$ cat src/rtl/inv_consts.svh
// ############################
// sizes, number format and the fixed schedule of the 3x3 inverse
// ############################
`ifndef INV_CONSTS_SVH
`define INV_CONSTS_SVH

`define INV_N        3
`define INV_W        27
`define INV_FRAC     14
`define INV_DIV_LAT  `INV_W

// cholesky column window: products, sqrt load, divide
`define INV_STEP_CHOL 0
`define INV_CHOL_SQRT 4
`define INV_CHOL_DIV  (`INV_CHOL_SQRT + 1 + `INV_W / 2)
`define INV_CHOL_LEN  (`INV_CHOL_DIV + `INV_DIV_LAT + 1)

// triangular inverse window, one row of L^-1 each
`define INV_STEP_LTI  (`INV_STEP_CHOL + `INV_N * `INV_CHOL_LEN)
`define INV_LTI_DIV   3
`define INV_LTI_LEN   (`INV_LTI_DIV + `INV_DIV_LAT + 1)

`define INV_STEP_GRAM (`INV_STEP_LTI + `INV_N * `INV_LTI_LEN)
`define INV_STEP_LAST (`INV_STEP_GRAM + `INV_N + 1)

`endif

$ cat src/rtl/inv_pkg.sv
// ############################
// element, matrix and shared-array request types
// ############################
`include "inv_consts.svh"

package inv_pkg;

	// signed fixed point, INV_FRAC fraction bits
	typedef logic signed [`INV_W-1:0] elem_t;

	// [row][col]
	typedef elem_t [`INV_N-1:0][`INV_N-1:0] mat_t;

	// one element per lane of a shared array
	typedef elem_t [`INV_N-1:0] lanes_t;

	typedef struct packed {
		lanes_t dividends;
		elem_t  divisor;
	} div_req_t;

	typedef struct packed {
		lanes_t dataa;
		lanes_t datab;
	} mult_req_t;

	typedef logic [7:0] step_t;

endpackage

$ cat src/rtl/lt_inverse.sv
// ############################
// inverse of lower-triangular L, one row per window
// ############################
`timescale 1ns/1ns
`include "inv_consts.svh"

module lt_inverse (
	input  logic               i,
	input  logic               rst_n,
	input  logic               run,
	input  inv_pkg::step_t     step,
	input  inv_pkg::mat_t      lt,
	input  inv_pkg::lanes_t    quotients,
	input  inv_pkg::lanes_t    products,
	output inv_pkg::div_req_t  div_req,
	output inv_pkg::mult_req_t mult_req,
	output inv_pkg::mat_t      lt_inverse
);
	import inv_pkg::*;

	localparam int N = `INV_N;
	localparam elem_t ONE = elem_t'(1 << `INV_FRAC);

	logic       act;
	logic [1:0] row;
	step_t      offs;
	elem_t      sum [N];

	always_comb begin
		act = 1'b0;
		row = '0;
		offs = '0;
		for (int r = 0; r < N; r++) begin
			if (run && step >= step_t'(`INV_STEP_LTI + r * `INV_LTI_LEN) &&
				step < step_t'(`INV_STEP_LTI + (r + 1) * `INV_LTI_LEN)) begin
				act = 1'b1;
				row = 2'(r);
				offs = step - step_t'(`INV_STEP_LTI + r * `INV_LTI_LEN);
			end
		end
	end

	// row i of X: X[i][j] = -sum_k L[i][k] X[k][j] / L[i][i], X[i][i] = 1 / L[i][i]
	always_comb begin
		mult_req = '0;
		div_req = '0;
		if (act) begin
			for (int j = 0; j < N; j++) begin
				if (offs == step_t'(j) && j < row) begin
					for (int k = 0; k < N; k++) begin
						if (k >= j && k < row) begin
							mult_req.dataa[k] = lt[row][k];
							mult_req.datab[k] = lt_inverse[k][j];
						end
					end
				end
			end
			// divisor L[i][i] comes from the cholesky side
			if (offs == step_t'(`INV_LTI_DIV)) begin
				for (int j = 0; j < N; j++) begin
					if (j < row)
						div_req.dividends[j] = -sum[j];
					else if (j == row)
						div_req.dividends[j] = ONE;
				end
			end
		end
	end

	always_ff @(posedge i or negedge rst_n) begin
		if (!rst_n) begin
			lt_inverse <= '0;
			for (int j = 0; j < N; j++)
				sum[j] <= '0;
		end else if (act) begin
			for (int j = 0; j < N; j++)
				if (offs == step_t'(j + 1) && j < row)
					sum[j] <= products[0] + products[1] + products[2];
			if (offs == step_t'(`INV_LTI_DIV + `INV_DIV_LAT)) begin
				for (int j = 0; j < N; j++)
					if (j <= row)
						lt_inverse[row][j] <= quotients[j];
			end
		end
	end

endmodule

$ cat config.mk
export PLATFORM = sky130hd
export DESIGN_NAME = lt_inverse
export DESIGN_NICKNAME = d
export VERILOG_FILES = /design/src/rtl/inv_pkg.sv /design/src/rtl/lt_inverse.sv
export VERILOG_INCLUDE_DIRS = /design/src /design/src/rtl
export SDC_FILE = /design/constraint.sdc
export NUM_CORES = 1
export LEC_CHECK = 0
export BUFFER_PORTS_ARGS = -buffer_cell sky130_fd_sc_hd__buf_2
export CAP_MARGIN = 20
export CORE_AREA = 5 5 358 360
export DETAILED_ROUTE_END_ITERATION = 16
export DIE_AREA = 0 0 363 365
export HOLD_SLACK_MARGIN = 0.1
export SLEW_MARGIN = 10
export SYNTH_ARGS = -nofsm -noshare
export SYNTH_HDL_FRONTEND = slang
export SYNTH_SLANG_ARGS = --single-unit
$ cat constraint.sdc
create_clock -name i -period 7.92 [get_ports i]
set_input_delay 0.396 -clock i [delete_from_list [all_inputs] [get_ports i]]
set_output_delay 0.396 -clock i [all_outputs]
set_load 0.01 [all_outputs]
==> metrics.txt <==
fin. max-slew vios 0; antenna-violating nets left 0; initial core utilization 12.92%; slowest CP cell nor2_4; start point of the critical path step[1]; main area contributors after synthesis dfrtp_1, mux2_2, buf_4; Final setup viols 0; Area Growth Syn to Fin 40.45%; Final nets 2,649; Top delay family on crit path simple AND/OR/NAND/NOR gates; Worst EP required 7.52 ns; reg2reg end lt_inverse[88]; Netlist Area Pre-Place 16,120 um2; placed cells 3,718; CP dominant cell by count buf_2; crit end category output pin; number of DRC markers in iteration 0 799; CTS tree done; via count 13,770; largest net degree at the start of global routing 139; initial antenna violation count 33; Top-Level Pins 929; Min-Delay Path Class in -> reg; clock slew at reported path FFs 0.06 ns; EDFF count, synth 0; Cells after Synth 1,514; CORE AREA 124,800 um2; LEAKAGE 11.97 nW; GRT Resource Usage Total 10.58%; vias in the first global route 13,530; final wirelength 75,320 um; Worst Path Arrival 5.12 ns; DR pass1 iterations 5; Worst R2R Path Depth 1; Netlist cell types 80; die width 363 um; Synth warnings 0; Reg2Reg Setup Slack 7.01 ns; Async SR Flop Fraction 100.0%; post-route setup TNS 0 ns; Die Y 365 um; # Post-CTS Setup Buffers 0; max_cap viols 0; GPL Wtd Cong 0.8868; cts bufs inserted 34; # H-tree levels 2; Peak Freq 181.2 MHz; Crit Path Category in -> out; drc violations 0; Synth area leader dfrtp_1; #FFs+latches synth 297; fin crit period 5.520 ns; reg2reg start lt_inverse[88]; row count 130; final hold violations 0; Die ar. 132,500 um2; wire per inst 19.57 um; via/cell ratio 3.577; GRT overflow 0; Synth top area share 46.10%; CP Cell Sequence buf_2 -> inv_1 -> ha_1 -> or4b_4 -> a31oi_2 -> or2_1 -> o22ai_1 -> a22oi_2 -> nand4b_4 -> nor2_4 -> buf_4 -> a22o_1 -> buf_2; Worst path depth 13; status finished, final reports clean; crit-path max cell delay 1.03 ns; Cell Pwr Density 185.9 nW/um2; Setup Skew 0 ns; most common flop cell mapped by yosys dfrtp_1; clock latency at the later pin of the worst-skew pair 0.54 ns; CTS resizes 0; Max-slew headroom 25.76%; startpoint type of the worst setup path input pin; CTS sink cnt 297; worst-margin pin slew 1.111 ns; clock root cell clkbuf_16; Bufs on Longest Clock Path 3; unrepaired setup endpoints after global routing false; Max VDD drop 136.4 uV; sequential area share after synthesis 46.10%; Worst Path Buf+Inv 4; crit share post-route 69.70%; share of cells above drive strength 1 42.25%; syn avg cell area 10.65 um2; port buffer count 686; first-pass GRT wire length 101,000 um; crit path to mult_req[50]; crit path max fanout 28; final std cells w/o fill 3,848; post-DP HPWL 62,940 um
## placed cells by master (no fill, tap or decap), types with 35 or more instances in the layout
cell / Yosys / routed
nor2_1: 108 / 107
nand2_1: 127 / 127
dfrtp_1: 297 / 297
dlygate4sd3_1: 0 / 66
ha_1: 35 / 35
conb_1: 1 / 107
o21ai_0: 73 / 73
xor2_1: 42 / 42
mux2_2: 122 / 122
buf_2: 28 / 685
and2_1: 58 / 58
## area by class of cell
cell class                 instances  area [um2]
antenna                            4       10.01
clock buffer                      44       948.4
clock inverter                    15       185.2
fill                           13890      102100
inverter                          24       90.09
multi-input combinational       1041        7597
sequential                       297        7432
tap                             1650        2064
timing repair buffer             773        4314
## logic make-up after synthesis
group           after synthesis  synth area share, %
compound gates              220                9.407
xor+xnor                     67                3.640
fa+ha+maj                    62                6.070
buf+inv                     282                9.531
flops                       297                46.10
mux                         172                12.42
other cells                   1              0.02326
simple gates                413                12.81
## power breakdown
| part | internal, mW | leakage, nW | total, mW | switching (mW) |
|---|---|---|---|---|
| clock network | 0.923 | 0.553 | 1.59 | 0.670 |
| logic | 0.375 | 7.30 | 0.925 | 0.551 |
| registers | 1.60 | 4.12 | 1.69 | 0.0946 |
## Yosys cell counts, types with 3 or more instances
| cell type | number |
|---|---|
| mux2i_1 | 8 |
| a211oi_1 | 12 |
| o31a_1 | 5 |
| ha_1 | 35 |
| dfrtp_1 | 297 |
| nand4_1 | 8 |
| a31oi_1 | 4 |
| nand2_1 | 127 |
| mux2_2 | 122 |
| fa_1 | 27 |
| a21o_1 | 8 |
| nor3b_1 | 3 |
| a21oi_1 | 30 |
| o211ai_1 | 3 |
| xnor2_1 | 25 |
| buf_4 | 108 |
| buf_2 | 28 |
| clkbuf_1 | 116 |
| nor2_1 | 108 |
| o21a_1 | 3 |
| or4_1 | 9 |
| mux2_1 | 22 |
| nor2b_1 | 5 |
| o21ai_0 | 73 |
| xor2_1 | 42 |
| mux2_4 | 20 |
| nand3_1 | 9 |
| nor4_1 | 17 |
| inv_1 | 23 |
| o2111ai_1 | 3 |
| buf_6 | 5 |
| o31ai_1 | 4 |
| nand2b_1 | 10 |
| or3_1 | 9 |
| a22o_1 | 27 |
| and2_1 | 58 |
| nor3_1 | 28 |
| a311oi_1 | 22 |
## timing repair
action,in CTS,in global routing
hold buffers,66,0
setup endpoints to repair,0,0
endpoints found under the hold margin,143,0
## through the flow
stage | hold slack (ns) | setup slack (ns) | power, mW | area, um2 | utilization, %
after floorplan | 0.1004 | 3.941 | 2.327 | 16520 | -
after global placement | 0.2752 | 1.888 | 2.596 | 20790 | 16.67
after detailed placement | 0.2741 | 1.799 | 2.609 | 20810 | 16.68
after CTS | 0.1020 | 1.788 | 4.281 | 22600 | 18.12
after global routing | 0.1112 | 2.203 | 4.453 | 22640 | 18.14
final | 0.1461 | 2.400 | 4.209 | 22640 | 18.15
## routing by layer
layer | track usage [%] | routed length (um) | vias to the layer above
met1 | 12.94 | 30600 | 6725
met3 | 3.145 | 6189 | 100
li1 | - | - | 6280
met5 | 0 | 17 | -
met4 | 1.834 | 1401 | 2
met2 | 18.67 | 37120 | 659
## sequential cells by signal (all words and copies together) (netlist names)
name / cells
lt_inverse: 243
sum: 54
## worst min path at each step
stage / from / endpoint / slack (ns) / depth (start not counted)
final: quotients[11] / lt_inverse[11] / 0.15 / 2
after global routing: quotients[60] / lt_inverse[222] / 0.11 / 2
after CTS: quotients[11] / lt_inverse[11] / 0.10 / 2
after detailed placement: rst_n / lt_inverse[228] / 0.27 / 1
after global placement: rst_n / lt_inverse[228] / 0.28 / 1
after floorplan: rst_n / lt_inverse[0] / 0.10 / 0
No activity file was read; power rests on OpenSTA's default activity.
