## config.mk

```make
export PLATFORM = sky130hd
export DESIGN_NAME = array_mult
export DESIGN_NICKNAME = d
export VERILOG_FILES = /design/src/rtl/inv_pkg.sv /design/src/rtl/array_mult.sv
export VERILOG_INCLUDE_DIRS = /design/src /design/src/rtl
export SDC_FILE = /design/constraint.sdc
export NUM_CORES = 2
export LEC_CHECK = 0
export ABC_AREA = 1
export ABC_CLOCK_PERIOD_IN_PS = 1000
export BUFFER_PORTS_ARGS = -buffer_cell sky130_fd_sc_hd__buf_2
export CELL_PAD_IN_SITES_DETAIL_PLACEMENT = 2
export CELL_PAD_IN_SITES_GLOBAL_PLACEMENT = 2
export CORE_UTILIZATION = 43
export CTS_CLUSTER_DIAMETER = 120
export DETAILED_ROUTE_END_ITERATION = 7
export GPL_TIMING_DRIVEN = 0
export PLACE_DENSITY_LB_ADDON = 0.15
export SYNTH_ARGS = -nofsm -noshare
export SYNTH_HDL_FRONTEND = slang
export SYNTH_SLANG_ARGS = --single-unit
```

## constraint.sdc

```tcl
create_clock -name i -period 1 [get_ports i]
set_input_delay 0.1 -clock i [delete_from_list [all_inputs] [get_ports i]]
set_output_delay 0.1 -clock i [all_outputs]
set_load 0.01 [all_outputs]
```

## src/rtl/inv_consts.svh

```systemverilog
// ############################
// sizes, number format and the fixed schedule of the 3x3 inverse
// ############################
`ifndef INV_CONSTS_SVH
`define INV_CONSTS_SVH

`define INV_N        3
`define INV_W        27
`define INV_FRAC     14
`define INV_DIV_LAT  `INV_W

// cholesky column window: products, sqrt load, divide
`define INV_STEP_CHOL 0
`define INV_CHOL_SQRT 4
`define INV_CHOL_DIV  (`INV_CHOL_SQRT + 1 + `INV_W / 2)
`define INV_CHOL_LEN  (`INV_CHOL_DIV + `INV_DIV_LAT + 1)

// triangular inverse window, one row of L^-1 each
`define INV_STEP_LTI  (`INV_STEP_CHOL + `INV_N * `INV_CHOL_LEN)
`define INV_LTI_DIV   3
`define INV_LTI_LEN   (`INV_LTI_DIV + `INV_DIV_LAT + 1)

`define INV_STEP_GRAM (`INV_STEP_LTI + `INV_N * `INV_LTI_LEN)
`define INV_STEP_LAST (`INV_STEP_GRAM + `INV_N + 1)

`endif

```

## src/rtl/inv_pkg.sv

```systemverilog
// ############################
// element, matrix and shared-array request types
// ############################
`include "inv_consts.svh"

package inv_pkg;

	// signed fixed point, INV_FRAC fraction bits
	typedef logic signed [`INV_W-1:0] elem_t;

	// [row][col]
	typedef elem_t [`INV_N-1:0][`INV_N-1:0] mat_t;

	// one element per lane of a shared array
	typedef elem_t [`INV_N-1:0] lanes_t;

	typedef struct packed {
		lanes_t dividends;
		elem_t  divisor;
	} div_req_t;

	typedef struct packed {
		lanes_t dataa;
		lanes_t datab;
	} mult_req_t;

	typedef logic [7:0] step_t;

endpackage

```

## src/rtl/array_mult.sv

```systemverilog
// ############################
// shared registered fixed-point multiplier lanes
// ############################
`timescale 1ns/1ns
`include "inv_consts.svh"

module array_mult (
	input  logic               i,
	input  logic               rst_n,
	input  inv_pkg::mult_req_t req,
	output inv_pkg::lanes_t    products
);
	import inv_pkg::*;

	localparam int W = `INV_W;

	always_ff @(posedge i or negedge rst_n) begin
		elem_t a;
		elem_t b;
		logic signed [2*W-1:0] p;
		if (!rst_n) begin
			products <= '0;
		end else begin
			for (int l = 0; l < `INV_N; l++) begin
				a = req.dataa[l];
				b = req.datab[l];
				p = a * b;
				// round to nearest, back to INV_FRAC fraction bits
				p = p + (2*W)'(1 << (`INV_FRAC - 1));
				products[l] <= elem_t'(p >>> `INV_FRAC);
			end
		end
	end

endmodule

```

==> flow_metrics.env, run 1 <==
export IMPL_htreeDepth=3
export IMPL_synth_ff_type="dfrtp_1"
export IMPL_yosys_area_top_type="fa_1"
export IMPL_gp_congestion=0.9599
export IMPL_status="did not finish"
export IMPL_synth_top_area_frac=0.5122
export IMPL_error="[ERROR DPL-0033] detailed placement checks failed during check placement."
export IMPL_post_synth_cell_area_avg_um2=7.731
export IMPL_numCtsBuffers=9
export IMPL_io_pins=245
export IMPL_syn_nets=11293
export IMPL_fp_dieW_um=403.1
export IMPL_post_cts_resized=981
export IMPL_chipHeight_um=403.1
export IMPL_cts_setup_buffers=224
export IMPL_syn_area_mm2=0.06918
export IMPL_yosysWarnings=0
export IMPL_cts_hold_buf=1
export IMPL_seq_area_frac_synth=0.02930
export IMPL_port_buffers=119
export IMPL_synth_top_cells_by_area="fa_1, inv_1, nand2_1"
export IMPL_cts_path_max_buffers=2
export IMPL_stop_stage="clock tree synthesis"
export IMPL_dp_cells=11214
export IMPL_synth_edf_count=0
export IMPL_start_util=0.4348
export IMPL_cts_num_sinks=81
export IMPL_dp_hpwl_um=289300
export IMPL_synth_seq_cells=81
export IMPL_pre_cts_ws_ns=-6.809
export IMPL_synthArstFlopShare=1.000
export IMPL_num_rows=146
export IMPL_cts_root_buf="clkbuf_16"
export IMPL_synth_cells=8948
export IMPL_post_synth_num_cell_types=46
-- logic make-up after synthesis --
kind of cell,share of synthesized area
AO/OA/AOI/OAI,0.02384
XOR/XNOR,0.01026
AND/OR/NAND/NOR,0.1596
adder cells (fa/ha/maj),0.5865
buffers and inverters,0.1905
flip-flops,0.02930
-- Yosys cell counts (7+ instances only) --
library cell and n:
inv_1 3057, dfrtp_1 81, or2_2 16, o21bai_1 12, xnor2_1 25, nand2_1 2425, a21oi_1 127, fa_1 1770
inv_2 13, nor3_1 23, o21ai_0 67, buf_2 34, buf_1 40, a31oi_1 16, nor4_1 7, a21o_1 28
nor2_1 186, nand3b_1 11, o21a_1 8, nand4_1 14, nand3_1 120, clkbuf_1 342, nand2_2 9, ha_1 411
xor2_1 56
-- stage by stage --
step,setup TNS (ns),cell area (um2),hold WS (ns)
3_5_place_dp,-462.40,77110,0.1349
3_3_place_gp,-543.78,77080,0.5097
2_1_floorplan,-336.53,73800,-0.1956
==> inputs of run 2 (changes only) <==
- CELL_PAD_IN_SITES_DETAIL_PLACEMENT: 2 -> default
- CELL_PAD_IN_SITES_GLOBAL_PLACEMENT: 2 -> default
- CORE_UTILIZATION: 43 -> 33
- CTS_CLUSTER_DIAMETER: 120 -> default
==> flow_metrics.env, run 2 <==
export IMPL_totalWireLength_um=275700
export IMPL_min_path_type="in -> async"
export IMPL_top_register="products"
export IMPL_grt_pass1_vias=62303
export IMPL_core_area_mm2=0.2077
export IMPL_crit_required_ns=1.33
export IMPL_multi_input_area_mm2=0.05916
export IMPL_rsz0062_at_grt="true"
export IMPL_dieArea_mm2=0.2115
export IMPL_place_area_mm2=0.07792
export IMPL_start_util=0.3331
export IMPL_cts_num_sinks=81
export IMPL_synth_top_cells_by_area="fa_1, inv_1, nand2_1"
export IMPL_clkTransAtPathRegs_ns=0.10
export IMPL_syn_area_mm2=0.06918
export IMPL_status="complete, but fails checks"
export IMPL_dr_total_vias=57513
export IMPL_remaining_drc_errors=0
export IMPL_drtPass1Iterations=7
export IMPL_dp_hpwl_um=224500
export IMPL_drive_gt1_frac=0.2224
export IMPL_synth_seq_cells=81
export IMPL_synthToLayoutAreaGrowth_pct=29.11
export IMPL_layout_common_cells="inv_1, nand2_1, fa_1, buf_4, ha_1"
export IMPL_slew_headroom=0.4694
export IMPL_final_common_cell="inv_1"
export IMPL_synth_top_area_frac=0.5122
export IMPL_synth_ff_type="dfrtp_1"
export IMPL_crit_arrival_ns=6.19
export IMPL_crit_path_start_kind="primary input"
export IMPL_synth_edf_count=0
export IMPL_largest_reg_flops=81
export IMPL_cts_root_buf="clkbuf_16"
export IMPL_antenna_found_initial=10
export IMPL_synth_most_common_cell="inv_1"
export IMPL_drv_cap=0
export IMPL_htreeDepth=3
export IMPL_max_freq_mhz=170.5
export IMPL_wl_per_cell_um=22.40
export IMPL_grt_max_degree=53
export IMPL_seq_area_frac_synth=0.02930
export IMPL_numCtsBuffers=9
export IMPL_final_net_count=11855
export IMPL_seq_area_mm2=0.002027
export IMPL_dr_first_iter_drc_count=3959
export IMPL_fill_cells=21113
export IMPL_grt_overflow_total=0
export IMPL_yosys_area_top_type="fa_1"
export IMPL_port_buffers=119
export IMPL_cts_path_max_buffers=2
export IMPL_reg_largest_list="products x81"
export IMPL_hold_viol_final=0
export IMPL_period_minus_slack_ns=5.865
export IMPL_failed_checks="setup timing"
export IMPL_grtUsageTotal=0.2635
export IMPL_fin_ws_ns=-4.865
export IMPL_grt_pass1_wl_um=404900
export IMPL_ys_top_cells_by_count="inv_1, nand2_1, fa_1"
export IMPL_via_per_inst=4.674
export IMPL_drtAntennaViolNets=0
export IMPL_yosysWarnings=0
export IMPL_syn_nets=11293
export IMPL_gp_congestion=0.9399
export IMPL_worstSetupPathType="in -> reg"
export IMPL_final_cell_area_mm2=0.08932
export IMPL_finalCritPeriodShare=5.865
export IMPL_synth_cells=8948
export IMPL_post_synth_num_cell_types=46
export IMPL_num_rows=167
export IMPL_worst_pin_slew_ns=0.7958
export IMPL_fp_dieW_um=459.9
export IMPL_chipHeight_um=459.9
export IMPL_setup_viol=132
export IMPL_post_synth_cell_area_avg_um2=7.731
export IMPL_cp_max_fo=6
export IMPL_slew_violations=0
export IMPL_cts_tree="built"
export IMPL_synthArstFlopShare=1.000
export IMPL_worstSetupEndpointType="register"
export IMPL_io_pins=245
[run 2: cell counts after synthesis]
No cell type changed its count.
[run 2: worst paths after layout]
path                           from           end  slack, ns
worst max-delay path        req[26]  products[26]      -4.87
worst min-delay path          rst_n  products[12]       0.17
max in group asynchronous     rst_n  products[39]       0.07
min in group i             req[135]  products[62]       0.45
[run 2: stage by stage]
stage,hold WS (ns),setup TNS (ns),setup WS (ns),instances,util
final,0.1699,-353.96,-4.865,12306,0.4300
after global routing,0.1962,-368.33,-4.967,12305,0.4300
after CTS,0.1311,-353.84,-4.875,12131,0.4128
after detailed placement,0.07604,-444.50,-6.449,11856,0.3751
after global placement,0.5119,-540.93,-6.472,11855,0.3750
after floorplan,-0.1956,-336.53,-4.400,8948,-
[run 2: layer usage]
layer / share of wire / track usage / vias to the layer above
met1: 0.42 / 0.3459 / 29687
met3: 0.066 / 0.03647 / 376
met4: 0.042 / 0.09040 / 8
met2: 0.47 / 0.4435 / 1920
met5: 0.00014 / 0 / -
li1: - / - / 25522
[run 2: cell families (layout without fill, tap and decap cells)]
| kind of cell | count (synthesis) | count (layout) | synth area share |
|---|---|---|---|
| xor gates and xnor gates | 81 | 81 | 0.01026 |
| buffers and inverters | 3492 | 4059 | 0.1905 |
| other | 0 | 3 | 0 |
| DFF | 81 | 81 | 0.02930 |
| AOI/OAI and AO/OA | 285 | 285 | 0.02384 |
| adders and majority gates | 2181 | 2181 | 0.5865 |
| and+or+nand+nor | 2828 | 2828 | 0.1596 |
[run 2: area by class of cell]
type,instances,area share
clock inverters,6,0.0008125
diodes,3,0.00008405
clock buffers,10,0.002676
repair buffers,553,0.05622
flip-flops and latches,81,0.02269
plain buffers,420,0.08673
well taps,2788,0.03906
inverters,3070,0.1294
multi-input cells,5375,0.6623
[run 2: worst max-delay path, cell delays in order]
cell and delay (ns):
buf_8 0.08, clkinvlp_4 0.22, clkbuf_16 0.24, buf_12 0.12, or2_4 0.24, fa_2 0.42, fa_1 0.51, inv_1 0.05
fa_1 0.50, inv_2 0.04, fa_1 0.52, inv_1 0.06, fa_1 0.47, fa_1 0.51, inv_2 0.04, fa_2 0.66
inv_2 0.07, ha_4 0.33, nand2_4 0.09, nor3_4 0.13, nand2_1 0.09, nor4_1 0.17, nand2_1 0.13, nand2_4 0.17
nand3_2 0.08, nand2_1 0.07, inv_1 0.04
[run 2: what timing repair did]
action,in CTS,in global routing
buffers inserted,249,161
pin swaps,366,463
gates cloned,10,13
hold buffers,1,0
gates resized for setup,1098,664
endpoints found under the hold margin,38,0
endpoints found under the setup margin,162,178
Power of run 2 is not shown: default switching activity piles up to over one toggle a cycle in this logic, so the estimate is an artifact.
