===== config.mk =====
export PLATFORM = sky130hd
export DESIGN_NAME = cholesky
export DESIGN_NICKNAME = d
export VERILOG_FILES = /design/src/rtl/inv_pkg.sv /design/src/rtl/cholesky.sv
export VERILOG_INCLUDE_DIRS = /design/src /design/src/rtl
export SDC_FILE = /design/constraint.sdc
export NUM_CORES = 1
export LEC_CHECK = 0
export BUFFER_PORTS_ARGS = -buffer_cell sky130_fd_sc_hd__buf_2
export CAP_MARGIN = 20
export CORE_AREA = 3 3 361 363
export DETAILED_ROUTE_END_ITERATION = 8
export DIE_AREA = 0 0 364 366
export SETUP_SLACK_MARGIN = 0.3
export SLEW_MARGIN = 10
export SYNTH_ARGS = -nofsm -noshare
export SYNTH_HDL_FRONTEND = slang
export SYNTH_SLANG_ARGS = --single-unit

===== constraint.sdc =====
create_clock -name i -period 8.2 [get_ports i]
set_clock_uncertainty 0.05 [all_clocks]
set_input_delay 1.64 -clock i [delete_from_list [all_inputs] [get_ports i]]
set_output_delay 1.64 -clock i [all_outputs]
set_load 0.05 [all_outputs]

===== src/rtl/inv_consts.svh =====
// ############################
// sizes, number format and the fixed schedule of the 3x3 inverse
// ############################
`ifndef INV_CONSTS_SVH
`define INV_CONSTS_SVH

`define INV_N        3
`define INV_W        27
`define INV_FRAC     14
`define INV_DIV_LAT  `INV_W

// cholesky column window: products, sqrt load, divide
`define INV_STEP_CHOL 0
`define INV_CHOL_SQRT 4
`define INV_CHOL_DIV  (`INV_CHOL_SQRT + 1 + `INV_W / 2)
`define INV_CHOL_LEN  (`INV_CHOL_DIV + `INV_DIV_LAT + 1)

// triangular inverse window, one row of L^-1 each
`define INV_STEP_LTI  (`INV_STEP_CHOL + `INV_N * `INV_CHOL_LEN)
`define INV_LTI_DIV   3
`define INV_LTI_LEN   (`INV_LTI_DIV + `INV_DIV_LAT + 1)

`define INV_STEP_GRAM (`INV_STEP_LTI + `INV_N * `INV_LTI_LEN)
`define INV_STEP_LAST (`INV_STEP_GRAM + `INV_N + 1)

`endif


===== src/rtl/inv_pkg.sv =====
// ############################
// element, matrix and shared-array request types
// ############################
`include "inv_consts.svh"

package inv_pkg;

	// signed fixed point, INV_FRAC fraction bits
	typedef logic signed [`INV_W-1:0] elem_t;

	// [row][col]
	typedef elem_t [`INV_N-1:0][`INV_N-1:0] mat_t;

	// one element per lane of a shared array
	typedef elem_t [`INV_N-1:0] lanes_t;

	typedef struct packed {
		lanes_t dividends;
		elem_t  divisor;
	} div_req_t;

	typedef struct packed {
		lanes_t dataa;
		lanes_t datab;
	} mult_req_t;

	typedef logic [7:0] step_t;

endpackage


===== src/rtl/cholesky.sv =====
// ############################
// Cholesky factor L, column by column, on the shared arrays
// also owns the shared divisor during the L^-1 row windows
// ############################
`timescale 1ns/1ns
`include "inv_consts.svh"

module cholesky (
	input  logic               i,
	input  logic               rst_n,
	input  logic               run,
	input  inv_pkg::step_t     step,
	input  inv_pkg::mat_t      matrix,
	input  inv_pkg::lanes_t    quotients,
	input  inv_pkg::lanes_t    products,
	output inv_pkg::div_req_t  div_req,
	output inv_pkg::mult_req_t mult_req,
	output inv_pkg::mat_t      lt
);
	import inv_pkg::*;

	localparam int N = `INV_N;
	localparam int RW = 4 * (`INV_W / 2);

	logic        act;
	logic [1:0]  col;
	step_t       offs;
	elem_t       red [N];
	logic [RW+3:0]  sq_rem;
	logic [RW/2-1:0] sq_root;
	logic [RW-1:0]   sq_rad;

	// which column window is running, and where in it
	always_comb begin
		act = 1'b0;
		col = '0;
		offs = '0;
		for (int j = 0; j < N; j++) begin
			if (run && step >= step_t'(`INV_STEP_CHOL + j * `INV_CHOL_LEN) &&
				step < step_t'(`INV_STEP_CHOL + (j + 1) * `INV_CHOL_LEN)) begin
				act = 1'b1;
				col = 2'(j);
				offs = step - step_t'(`INV_STEP_CHOL + j * `INV_CHOL_LEN);
			end
		end
	end

	always_comb begin
		mult_req = '0;
		div_req = '0;
		if (act) begin
			// row r dot product over earlier columns
			for (int r = 0; r < N; r++) begin
				if (offs == step_t'(r) && r >= col) begin
					for (int k = 0; k < N; k++) begin
						if (k < col) begin
							mult_req.dataa[k] = lt[r][k];
							mult_req.datab[k] = lt[col][k];
						end
					end
				end
			end
			if (offs == step_t'(`INV_CHOL_DIV)) begin
				div_req.divisor = elem_t'(sq_root);
				for (int r = 0; r < N; r++)
					if (r > col)
						div_req.dividends[r] = red[r];
			end
		end
		// diagonal of L for the triangular inverse divides
		for (int r = 0; r < N; r++) begin
			if (run && step == step_t'(`INV_STEP_LTI + r * `INV_LTI_LEN + `INV_LTI_DIV))
				div_req.divisor = lt[r][r];
		end
	end

	always_ff @(posedge i or negedge rst_n) begin
		logic [RW+3:0] sr;
		logic [RW/2-1:0] rt;
		logic [RW-1:0] rd;
		logic [RW+3:0] trial;
		if (!rst_n) begin
			lt <= '0;
			for (int r = 0; r < N; r++)
				red[r] <= '0;
			sq_rem <= '0;
			sq_root <= '0;
			sq_rad <= '0;
		end else if (act) begin
			// reduced entries, one product cycle after each request
			for (int r = 0; r < N; r++)
				if (offs == step_t'(r + 1) && r >= col)
					red[r] <= matrix[r][col] - products[0] - products[1] - products[2];
			if (offs == step_t'(`INV_CHOL_SQRT)) begin
				sq_rad <= RW'({red[col], `INV_FRAC'(0)});
				sq_rem <= '0;
				sq_root <= '0;
			end else if (offs > step_t'(`INV_CHOL_SQRT) &&
				offs < step_t'(`INV_CHOL_DIV)) begin
				sr = sq_rem;
				rt = sq_root;
				rd = sq_rad;
				// two root bits per cycle
				for (int b = 0; b < 2; b++) begin
					sr = {sr[RW+1:0], rd[RW-1:RW-2]};
					rd = rd << 2;
					trial = {2'b00, rt, 2'b01};
					if (sr >= trial) begin
						sr = sr - trial;
						rt = {rt[RW/2-2:0], 1'b1};
					end else begin
						rt = {rt[RW/2-2:0], 1'b0};
					end
				end
				sq_rem <= sr;
				sq_root <= rt;
				sq_rad <= rd;
			end
			if (offs == step_t'(`INV_CHOL_DIV))
				lt[col][col] <= elem_t'(sq_root);
			if (offs == step_t'(`INV_CHOL_DIV + `INV_DIV_LAT)) begin
				for (int r = 0; r < N; r++)
					if (r > col)
						lt[r][col] <= quotients[r];
			end
		end
	end

endmodule


==> key figures <==
Timing
  • Pins over their slew limit: 0
  • Fin crit share: 92.1%
  • Final hold viol count: 0
  • Fmax achieved: 0.132 GHz
  • Hold slack: 0.318 ns
  • Slew margin rel.: 31.8%
  • Min Clock Period, post-route: 7.55 ns
  • RSZ-0062 raised after global routing: false
  • Total Neg Setup Slack: 0 ns
  • Tightest Pin Transition: 1.02 ns
  • # setup viols final: 0

Yosys
  • FF+latch count, synth: 439
  • Top cells by area, synth: dfrtp_1, fa_1, ha_1, o21ai_0, a21oi_1
  • Mapped Cells: 3613
  • Syn Area/Cell: 8.85 um^2
  • Synthesized cell area: 32000 um^2
  • Register area share after synthesis: 34.3%
  • Asr flop ratio synth: 100%
  • Cell taking the most area after synthesis: dfrtp_1
  • Post-synth top area share: 34.3%
  • Synth cell count leaders: dfrtp_1, nand2_1, o21ai_0
  • Ys flop type: dfrtp_1
  • Synthesis warning total: 0
  • Post-synthesis cell type count: 92
  • Most numerous cell in the Yosys netlist: dfrtp_1
  • EDFF count, synth: 0

Power and ir drop
  • Max rail drop VDD: 0.211 mV
  • P per Cell Area: 312 nW/um^2
  • Leakage: 19.8 nW

Setup path
  • Critical Path RT: 6.51 ns
  • Critical Path End Type: output pin
  • Critical path arrival: 5.86 ns
  • R2R Setup Slk: 1.20 ns
  • Critical R2R Launch: sq_root[3]
  • Worst reg2reg path endpoint: sq_rem[53]
  • Worst setup path endpoint: mult_req[84]
  • Reg2Reg Depth: 21
  • CP Class: in2out
  • Startpoint types: input port
  • CP Launch Point: step[2]
  • Crit Path Max Fanout: 38

Global routing
  • Vias in the first global route: 27800
  • Initial antenna violation count: 20
  • GRT Max-Usage Layer: met2
  • Largest net degree at the start of global routing: 154
  • Met1 global-route usage: 25.2%
  • GRT overflow: 0
  • First-pass GRT wire length: 186 mm
  • Met3 Use GR: 3.48%
  • GRT Overall Usage: 18.5%
  • GR Util met2: 30.4%

Place
  • Cell count after placement: 5889
  • I/O Buffers: 817
  • RD Place Congestion: 0.922
  • Post-DP Area: 37800 um^2
  • Post-DP HPWL: 103 mm

Final layout
  • Fill count: 13500
  • Area grow syn2layout: 24.1%
  • Share of cells above drive strength 1: 26.5%
  • Final Non-Filler Cells: 5999
  • FF/Latch Area: 11000 um^2
  • Area of the multi-input gates: 18900 um^2
  • Final instance area: 39700 um^2
  • Layout net count: 4944

Min path
  • Hold crit path type: reg2reg

Job
  • # Max-Cap Violations: 0

Floorplanning
  • Core footprint: 127000 um^2
  • Initial Util: 25.1%
  • Die X: 364 um
  • Die height: 366 um
  • Row count: 131
  • Die outline area: 133000 um^2
  • Io pins: 929

Drt
  • Drt first pass iters: 6
  • Routed via count: 28800
  • Routed length per instance: 21.3 um
  • Detailed Route WL: 128 mm
  • DRC viols: 0
  • First-iteration detailed-routing DRC count: 2197
  • Vias per Instance: 4.79
  • Antenna Nets Post-Route: 0

Outcome
  • Status: completed

Clocking
  • TritonCTS clock tree: yes
  • CTS Sinks: 439
  • Clock root cell: clkbuf_16
  • H-tree levels: 2
  • Clk_lat worst skew: 0.67 ns
  • CTS max path bufs: 3
  • Clock slew at reported path FFs: 0.05 ns
  • TritonCTS buffer count: 54
-- layout by cell type, fill, tap and decap left out, types with 129 or more instances in the layout --
master / count
a21oi_1: 269
and2_1: 133
buf_2: 790
dfrtp_1: 439
ha_1: 137
inv_1: 225
mux2i_1: 129
nand2_1: 342
nor2_1: 219
o21ai_0: 322
-- routing by layer --
metal  share of wire, %  vias up
met5              0.049        -
met4                1.9       10
met3                6.6      130
met2                 47      914
met1                 45    14000
li1                   -    13700
-- repair_timing --
action                     CTS  global route
buffers inserted             0             0
gates resized for setup      0             2
hold buffers                 0             0
setup endpoints to repair    0             2
-- kinds of logic (layout without fill, tap and decap cells) --
group | Yosys count | after routing | share of synthesized area (%)
adders and majority gates | 243 | 243 | 12.0
AOI/OAI and AO/OA | 936 | 936 | 18.0
and+or+nand+nor | 1012 | 1012 | 15.2
buffers and inverters | 577 | 1209 | 7.97
xor gates and xnor gates | 156 | 156 | 4.27
DFF | 439 | 439 | 34.3
other | 1 | 93 | 0.0117
muxes | 249 | 249 | 8.26
-- worst min path at each step --
stage	from	to	slack, ns	depth (start not counted)
after floorplan	sq_rad[41]	sq_rad[41]	0.39	2
after global placement	lt[65]	lt[65]	0.31	0
final	lt[45]	lt[45]	0.32	0
after CTS	lt[45]	lt[45]	0.32	0
after detailed placement	lt[150]	lt[150]	0.31	0
after global routing	lt[62]	lt[62]	0.32	0
-- metrics by stage --
stage / util [%] / power [mW] / setup slack [ns]
final: 31.2 / 12.4 / 0.646
after global routing: 31.2 / 13.4 / 0.337
after CTS: 31.1 / 12.4 / 0.514
after detailed placement: 29.7 / 9.80 / 0.128
after global placement: 29.7 / 9.73 / 0.0638
after floorplan: - / 8.08 / 0.324
-- flip-flops by register name, summed over array words and instances (netlist names) --
register	count
lt	240
red	81
sq_rad	38
sq_rem	54
sq_root	26
-- cell type report --
class | instances | area share, %
timing repair buffer | 884 | 12.8
antenna | 9 | 0.0567
clock inverter | 35 | 1.04
sequential | 439 | 27.7
clock buffer | 64 | 3.57
tap | 1662 | 5.24
inverter | 226 | 2.14
multi-input combinational | 2680 | 47.5
-- power breakdown --
group | switching, mW | internal (mW) | leakage [nW]
combinational | 4.20 | 2.83 | 13.0
clock | 1.09 | 1.42 | 0.892
sequential | 0.365 | 2.48 | 5.96
-- critical path: stages --
cell	delay [ns]
buf_2	0.13
ha_1	0.25
a21o_1	0.20
a21oi_1	0.15
o31a_2	0.26
buf_12	0.28
buf_4	0.26
nand2b_1	0.28
o211a_1	0.19
o22ai_1	0.13
nor2_1	0.20
and3_1	0.25
and4_1	0.29
and2_1	0.40
buf_4	0.31
a21oi_1	0.09
a21oi_1	0.18
buf_2	0.30
(Power assumes the default switching activity.)
