===== config.mk =====
export PLATFORM = sky130hd
export DESIGN_NAME = inv_sched
export DESIGN_NICKNAME = d
export VERILOG_FILES = /design/src/rtl/inv_pkg.sv /design/src/rtl/inv_sched.sv
export VERILOG_INCLUDE_DIRS = /design/src /design/src/rtl
export SDC_FILE = /design/constraint.sdc
export NUM_CORES = 1
export LEC_CHECK = 0
export BUFFER_PORTS_ARGS = -buffer_cell sky130_fd_sc_hd__buf_2
export CAP_MARGIN = 0
export CORE_AREA = 2 2 39 41
export DETAILED_ROUTE_END_ITERATION = 10
export DIE_AREA = 0 0 41 43
export PLACE_DENSITY_LB_ADDON = 0.05
export SLEW_MARGIN = 25
export SYNTH_ARGS = -nofsm -noshare
export SYNTH_HDL_FRONTEND = slang
export SYNTH_SLANG_ARGS = --single-unit

===== constraint.sdc =====
create_clock -name i -period 1.95 [get_ports i]
set_input_delay 0.2925 -clock i [delete_from_list [all_inputs] [get_ports i]]
set_output_delay 0.2925 -clock i [all_outputs]
set_load 0.05 [all_outputs]

===== src/rtl/inv_consts.svh =====
// ############################
// sizes, number format and the fixed schedule of the 3x3 inverse
// ############################
`ifndef INV_CONSTS_SVH
`define INV_CONSTS_SVH

`define INV_N        3
`define INV_W        27
`define INV_FRAC     14
`define INV_DIV_LAT  `INV_W

// cholesky column window: products, sqrt load, divide
`define INV_STEP_CHOL 0
`define INV_CHOL_SQRT 4
`define INV_CHOL_DIV  (`INV_CHOL_SQRT + 1 + `INV_W / 2)
`define INV_CHOL_LEN  (`INV_CHOL_DIV + `INV_DIV_LAT + 1)

// triangular inverse window, one row of L^-1 each
`define INV_STEP_LTI  (`INV_STEP_CHOL + `INV_N * `INV_CHOL_LEN)
`define INV_LTI_DIV   3
`define INV_LTI_LEN   (`INV_LTI_DIV + `INV_DIV_LAT + 1)

`define INV_STEP_GRAM (`INV_STEP_LTI + `INV_N * `INV_LTI_LEN)
`define INV_STEP_LAST (`INV_STEP_GRAM + `INV_N + 1)

`endif


===== src/rtl/inv_pkg.sv =====
// ############################
// element, matrix and shared-array request types
// ############################
`include "inv_consts.svh"

package inv_pkg;

	// signed fixed point, INV_FRAC fraction bits
	typedef logic signed [`INV_W-1:0] elem_t;

	// [row][col]
	typedef elem_t [`INV_N-1:0][`INV_N-1:0] mat_t;

	// one element per lane of a shared array
	typedef elem_t [`INV_N-1:0] lanes_t;

	typedef struct packed {
		lanes_t dividends;
		elem_t  divisor;
	} div_req_t;

	typedef struct packed {
		lanes_t dataa;
		lanes_t datab;
	} mult_req_t;

	typedef logic [7:0] step_t;

endpackage


===== src/rtl/inv_sched.sv =====
// ############################
// step counter for the fixed inverse schedule
// ############################
`timescale 1ns/1ns
`include "inv_consts.svh"

module inv_sched (
	input  logic           i,
	input  logic           rst_n,
	input  logic           start,
	output logic           busy,
	output logic           run,
	output inv_pkg::step_t step,
	output logic           done
);
	import inv_pkg::*;

	always_ff @(posedge i or negedge rst_n) begin
		if (!rst_n) begin
			busy <= 1'b0;
			step <= '0;
			done <= 1'b0;
		end else begin
			done <= 1'b0;
			if (busy) begin
				if (step == step_t'(`INV_STEP_LAST)) begin
					busy <= 1'b0;
					done <= 1'b1;
					step <= '0;
				end else begin
					step <= step + 1'b1;
				end
			end else if (start) begin
				// start while busy falls through here unnoticed
				busy <= 1'b1;
				step <= '0;
			end
		end
	end

	assign run = busy;

endmodule


==> run metrics, run 1 <==
status=complete, no violations; Port-buffer cells=13; CP Capture Type=register; DR vias/cell=5.294; first-pass GRT wire length=1607 µm; CTS tree=built; Max Cap Viol=0; via count=450; Hold Crit Depth=3; Root Driver=clkbuf_4; Worst slew margin=0.6850; die width=41 µm; Worst R2R Setup Slack=0.28 ns; CTS resizes=0; min cycle time layout=1.669 ns; post-synthesis cell type count=23; htree depth=1; grt total ovfl=0; Iter 0 DRT Violations=14; post-synthesis area per instance=9.939 µm²; cell with the most instances after synthesis=dfrtp_1; FFs w/ async S/R, synth=1.000; synth warn=0; cts hold-fix bufs=1; vias in the first global route=398; later-pin clock latency in the skew report=0.27 ns; routability cong.=0.7696; Pre-antenna DRT Iters=4; number of buffers created by CTS=3; Fin. Hold Viols=0; worst reg2reg path endpoint=step[7]; worst r2r src=step[0]; final setup skew=0.004370 ns; Leakage=0.3233 nW; hold_sp=start; final setup fails=0; drt drc=0; Starting Density=0.3807; Combinational Power Share=0.448; Max clock buf depth=2; layout cells sized above 1=0.3043; Tot GR Track Use=0.1369; CORE AREA=1384 µm²; die area=1763 µm²; Post-synth EDFFs=0; Net Sw Power=0.0005186 W; Mapped Nets=58; initial antenna violation count=0; Max rail drop VDD=0.6220 mV; sequential power share=0.366; NumNets Final=75; Synth top area share=0.4751; RSZ-0062 raised after global routing=no; Worst Hold End=busy; TritonCTS Sinks=10; cell total after placement=80; Setup TNS Final=0 ns; Tcrit/Tclk final=0.8558; Worst-path clk slew=0.07 ns; cells on worst reg2reg path=5; P_int=0.0005044 W; register area share after synthesis=0.4751; hold slack=0.3926 ns; postcts setup bufs=0; largest cells by area after synthesis=dfrtp_1 (48%), o21ai_0 (6.7%), o41ai_4 (5.2%); Post-Syn Instances=53; Slew Limit Fails=0; Worst Path Class, Setup=reg -> reg; Worst Path Arrival=1.83 ns; Post-synth top cells=dfrtp_1 (10), o21ai_0 (7), nand2_1 (5); largest net degree at the start of global routing=14; Critical Path RT=2.11 ns; HP Class=in -> reg; FMAX=0.5993 GHz; synth-to-layout area growth=22.80%; switch share=0.5069; Syn Std Cell Area=526.8 µm²; actual slew at the worst max-slew pin=0.4709 ns; Final ANT Viol Nets=0; wire length per cell=12.14 µm; FP Rows=14; Fillers=136; crit start category=register; antenna cell count=0; Primary FF master, synth=dfrtp_1; part of the power in the clock network=0.186; Post-Layout Cell Count=85; post-synth top area cell=dfrtp_1; crit-path max FO=8; Die Ht=43 µm; pwr dens=1581 nW/µm²; IO Pins=14; Post-Route WL=1032 µm; Synth Register Bits=10
==> worst max path at each step <==
| stage | from | slack, ns | cells past startpoint | to |
|---|---|---|---|---|
| final | step[0] | 0.28 | 5 | step[7] |
| after global routing | step[0] | 0.13 | 5 | step[6] |
| after CTS | step[0] | 0.27 | 5 | step[7] |
| after detailed placement | step[0] | 0.28 | 5 | step[7] |
| after global placement | step[0] | 0.30 | 5 | step[4] |
| after floorplan | step[0] | 0.09 | 5 | step[4] |
==> sequential cells by signal, summed over array words and instances (netlist names) <==
signal,cells
busy,1
done,1
step,8
==> per-stage QoR <==
stage | power [W] | utilization | setup slack (ns) | instance area [µm²]
2_1_floorplan | 0.0007255 | - | 0.08600 | 526.8
3_3_place_gp | 0.0008413 | 0.4340 | 0.2986 | 600.6
3_5_place_dp | 0.0008380 | 0.4340 | 0.2837 | 600.6
4_1_cts | 0.001032 | 0.4675 | 0.2728 | 646.9
5_1_grt | 0.001088 | 0.4675 | 0.1311 | 646.9
6_report | 0.001023 | 0.4675 | 0.2813 | 646.9
==> per-layer routing <==
layer	global-route usage	vias to the layer above	routed length, µm
met4	0.08000	0	19
met1	0.1794	204	478
met5	0	-	0
met2	0.1969	17	477
met3	0.03141	4	56
li1	-	225	-
==> power groups by stage <==
stage | Sequential, W | Clock, W | Combinational [W]
after floorplan | 0.000599 | 0 | 0.000127
after global placement | 0.000377 | 0 | 0.000464
after detailed placement | 0.000379 | 0 | 0.000459
after CTS | 0.000375 | 0.000195 | 0.000462
after global routing | 0.000392 | 0.000203 | 0.000493
final | 0.000374 | 0.000190 | 0.000458
==> kinds of logic (layout without fill, tap and decap cells) <==
group / after synthesis / count (layout) / share of synthesized area
compound gates: 16 / 16 / 0.2209
simple gates: 22 / 22 / 0.2281
fa+ha+maj: 2 / 2 / 0.04750
flops: 10 / 10 / 0.4751
buf+inv: 3 / 19 / 0.02850
==> placed cells by master (no fill, tap or decap) <==
cell,count
nor2_1,2
nor2b_1,3
dlygate4sd3_1,1
buf_2,13
nor3_1,2
a22o_1,2
nand2b_2,1
a21oi_1,2
clkbuf_4,3
nor4_1,2
inv_1,1
nand3_1,2
nand2_1,5
o21ai_0,7
nand2_2,1
and3_1,1
dfrtp_1,10
nor3b_1,1
clkbuf_8,1
o41ai_4,1
and2_1,1
o22ai_1,3
a21o_1,1
and3_2,1
ha_1,2
==> cell type report <==
type	instances	area, µm²	area share
sequential	10	250.2	0.3868
clock buffer	4	36.28	0.05609
tap	16	20.02	0.03095
timing repair buffer	14	75.07	0.1161
multi-input combinational	40	261.5	0.4043
inverter	1	3.754	0.005803
==> critical path, stage by stage, from the launching register on <==
cell and delay [ns]:
dfrtp_1 0.42, ha_1 0.21, nand2b_2 0.09, o41ai_4 0.48, o22ai_1 0.16, a21o_1 0.20
(Power assumes the default switching activity.)
==> run 2: changes to the inputs <==
- CORE_AREA: 2 2 39 41 -> default
- CORE_MARGIN: default -> 2
- CORE_UTILIZATION: default -> 40
- DIE_AREA: 0 0 41 43 -> default
==> run metrics, run 2 (synthesis gave the netlist of run 1 again) <==
antenna cell count=0; IO Pins=14; later-pin clock latency in the skew report=0.26 ns; CP Capture Type=register; max reg flops=8; die area=1623 µm²; pwr dens=1580 nW/µm²; most frequent cells in the layout=buf_2 (13), dfrtp_1 (10), o21ai_0 (7); layout cells sized above 1=0.3043; crit-path max FO=8; drt drc=0; number of buffers created by CTS=3; actual slew at the worst max-slew pin=0.4659 ns; Worst R2R Setup Slack=0.28 ns; Max rail drop VDD=0.7093 mV; Largest Register=step; Worst Path Arrival=1.83 ns; Post-Route WL=1003 µm; Port-buffer cells=13; Final ANT Viol Nets=0; crit start category=register; CORE AREA=1269 µm²; routability cong.=0.7815; initial antenna violation count=0; CTS tree=built; Worst slew margin=0.6884; Max clock buf depth=2; postcts setup bufs=0; Top Registers=step (8), busy (1), done (1); NumNets Final=75; Tot GR Track Use=0.1707; TritonCTS Sinks=10; Fin. Hold Viols=0; cells on worst reg2reg path=5; Pre-antenna DRT Iters=4; final setup fails=0; synth-to-layout area growth=22.57%; first-pass GRT wire length=1766 µm; die width=40.29 µm; worst reg2reg path endpoint=step[7]; CP Capture Point=step[7]; Leakage=0.3233 nW; worst r2r src=step[0]; FMAX=0.6000 GHz; largest net degree at the start of global routing=14; Root Driver=clkbuf_4; htree depth=1; Die Ht=40.29 µm; Worst-path clk slew=0.07 ns; vias in the first global route=415; DR vias/cell=5.274; HPWL after DPL=729.7 µm; Setup TNS Final=0 ns; Slew Limit Fails=0; Max Cap Viol=0; CP Launch Point=step[0]; status=complete, no violations; Critical Path RT=2.11 ns; FP Rows=13; overall power=0.001020 W; min cycle time layout=1.667 ns; HP Class=in -> reg; Tcrit/Tclk final=0.8547; Worst Path Class, Setup=reg -> reg; final setup skew=0.002231 ns; Starting Density=0.4152; grt total ovfl=0; Iter 0 DRT Violations=5; RSZ-0062 raised after global routing=no; wire length per cell=11.94 µm; most common cell after layout, fill and taps aside=buf_2; via count=443
## run 2: cell counts in the layout (fill, tap and decap cells not counted)
Identical to the previous run, type by type.
## run 2: routing by layer
metal,track usage,vias to the layer above,routed length (µm)
met5,0,-,0
met4,0.1250,0,18
met3,0.03333,4,45
met2,0.2702,10,453
met1,0.2034,202,486
li1,-,227,-
## run 2: layout make-up
type / count / area [µm²]
repair buffers: 14 / 75.07
well taps: 15 / 18.77
multi-input cells: 40 / 261.5
flip-flops and latches: 10 / 250.2
fillers: 122 / 623.1
inverters: 1 / 3.754
clock buffers: 4 / 36.28
## run 2: worst max-delay path, cell delays in order (launching register included)
cell      delay [ns]
dfrtp_1         0.42
ha_1            0.21
nand2b_2        0.09
o41ai_4         0.48
o22ai_1         0.16
a21o_1          0.20
## run 2: worst min-delay path by stage
stage                     slack, ns   from  depth (start not counted)  endpoint
after floorplan              -0.003  rst_n                          0      busy
after global placement         0.17  rst_n                          1   step[4]
after detailed placement       0.17  rst_n                          1      done
after CTS                      0.39  start                          3      busy
after global routing           0.42  start                          3      busy
final                          0.39  start                          3      busy
## run 2: through the flow
step / instance area, µm² / worst slack (ns) / utilization / std cells / hold slack [ns]
after floorplan: 526.8 / 0.08600 / - / 53 / -0.003091
after global placement: 599.3 / 0.2938 / 0.4724 / 79 / 0.1693
after detailed placement: 599.3 / 0.2815 / 0.4724 / 79 / 0.1694
after CTS: 645.6 / 0.2650 / 0.5089 / 84 / 0.3896
after global routing: 645.6 / 0.1161 / 0.5089 / 84 / 0.4226
final: 645.6 / 0.2834 / 0.5089 / 84 / 0.3945
## run 2: where the power goes
part / switching (W) / internal (W)
logic: 0.000341 / 0.000117
registers: 0.0000994 / 0.000274
clock network: 0.0000751 / 0.000113
## run 2: what timing repair did
action | CTS | global route
hold buffers | 1 | 0
resized for setup | 0 | 0
endpoints found under the hold margin | 10 | 0
==> run 3: changes to the inputs <==
- CORE_AREA: default -> 4 4 41 43
- CORE_MARGIN: 2 -> default
- CORE_UTILIZATION: 40 -> default
- DIE_AREA: default -> 0 0 45 47
==> run metrics, run 3 (synthesis gave the netlist of run 1 again) <==
most frequent cells in the layout=buf_2 (13), dfrtp_1 (10), o21ai_0 (7); worst slack at placement=0.2877 ns; drt drc=0; Tot GR Track Use=0.1219; Worst-path clk slew=0.07 ns; worst path bufs/invs=0; Critical Path RT=2.11 ns; Root Driver=clkbuf_4; Post-Route WL=1043 µm; die width=45 µm; Finished Core Util=0.4962; Worst Path Arrival=1.84 ns; synth-to-layout area growth=22.57%; Die Ht=47 µm; Worst Path Class, Setup=reg -> reg; Max clock buf depth=2; IO Pins=14; Top delay family on crit path=compound AO/OA/AOI/OAI gates; CP Capture Type=register; CORE AREA=1301 µm²; grt total ovfl=0; crit start category=register; Worst R2R Setup Slack=0.27 ns; min cycle time layout=1.681 ns; Starting Density=0.4048; vias in the first global route=396; largest net degree at the start of global routing=14; worst reg2reg path endpoint=step[6]; Worst Hold End=busy; final setup fails=0; Leakage=0.3233 nW; Worst slew margin=0.6954; actual slew at the worst max-slew pin=0.4554 ns; Largest Register=step; crit-path max FO=8; Slew Limit Fails=0; final setup margin=0.2688 ns; htree depth=1; NumNets Final=75; Hold Crit Depth=3; layout cells sized above 1=0.3043; Fin. Hold Viols=0; Final ANT Viol Nets=0; die area=2115 µm²; via count=443; later-pin clock latency in the skew report=0.27 ns; cells on worst reg2reg path=5; Max Cap Viol=0; postcts setup bufs=0; Slowest-stage cell, CP=o41ai_4; pwr dens=1589 nW/µm²; Setup TNS Final=0 ns; FMAX=0.5948 GHz; FP Rows=13; Pre-antenna DRT Iters=4; initial antenna violation count=0; Tcrit/Tclk final=0.8621; final setup skew=0.008177 ns; Top Registers=step (8), busy (1), done (1); hold_sp=start; HPWL after DPL=754.4 µm; placed instance area=599.3 µm²; worst r2r src=step[0]; first-pass GRT wire length=1766 µm; max reg flops=8; TritonCTS Sinks=10; Iter 0 DRT Violations=5; number of buffers created by CTS=3; Max stage delay on crit path=0.47 ns; HP Class=in -> reg; cts hold-fix bufs=1; CTS resizes=0; Post-Layout Inst Area=645.6 µm²; Max rail drop VDD=0.6394 mV; routability cong.=0.7280; Port-buffer cells=13; Fillers=126; most common cell after layout, fill and taps aside=buf_2; status=complete, no violations; RSZ-0062 raised after global routing=no; DR vias/cell=5.274; antenna cell count=0; CP Cell Sequence=ha_1 > nand2b_2 > o41ai_4 > o22ai_1 > a22o_1; CTS tree=built; wire length per cell=12.42 µm
run 3: cell counts in the layout (fill, tap and decap cells not counted):
Identical to the previous run, type by type.
run 3: area by class of cell:
class	count	area [µm²]	share of cell area
Clock buffer	4	36.28	0.05620
Inverter	1	3.754	0.005814
Multi-Input combinational cell	40	261.5	0.4050
Sequential cell	10	250.2	0.3876
Tap cell	15	18.77	0.02907
Timing Repair Buffer	14	75.07	0.1163
run 3: per-stage QoR:
step                std cells  hold WS (ns)  total power (W)
global route               84        0.3946         0.001096
global placement           79        0.1691        0.0008427
detailed placement         79        0.1698        0.0008399
floorplan                  53     -0.003091        0.0007255
finish                     84        0.3716         0.001026
CTS                        84        0.3741         0.001039
run 3: worst reg2reg max path, cell delays in order, from the launching register on:
cell and delay [ns]:
dfrtp_1 0.43, ha_1 0.22, nand2b_2 0.10, o41ai_4 0.47
o22ai_1 0.16, a22o_1 0.20
run 3: worst max path at each step:
stage | from | end | cells past startpoint
after floorplan | step[0] | step[4] | 5
after global placement | step[1] | step[6] | 5
after detailed placement | step[0] | step[7] | 5
after CTS | step[0] | step[7] | 5
after global routing | step[0] | step[6] | 5
final | step[0] | step[6] | 5
run 3: per-layer routing:
metal,part of all wire,track usage
met1,0.51,0.1655
met5,0,0
met4,0.028,0.08772
met3,0.050,0.04598
met2,0.41,0.1554
run 3: where the power goes:
group	internal [W]	total (W)	switching, W
Combinational	0.000117	0.000461	0.000344
Sequential	0.000274	0.000374	0.0000995
Clock	0.000114	0.000191	0.0000772
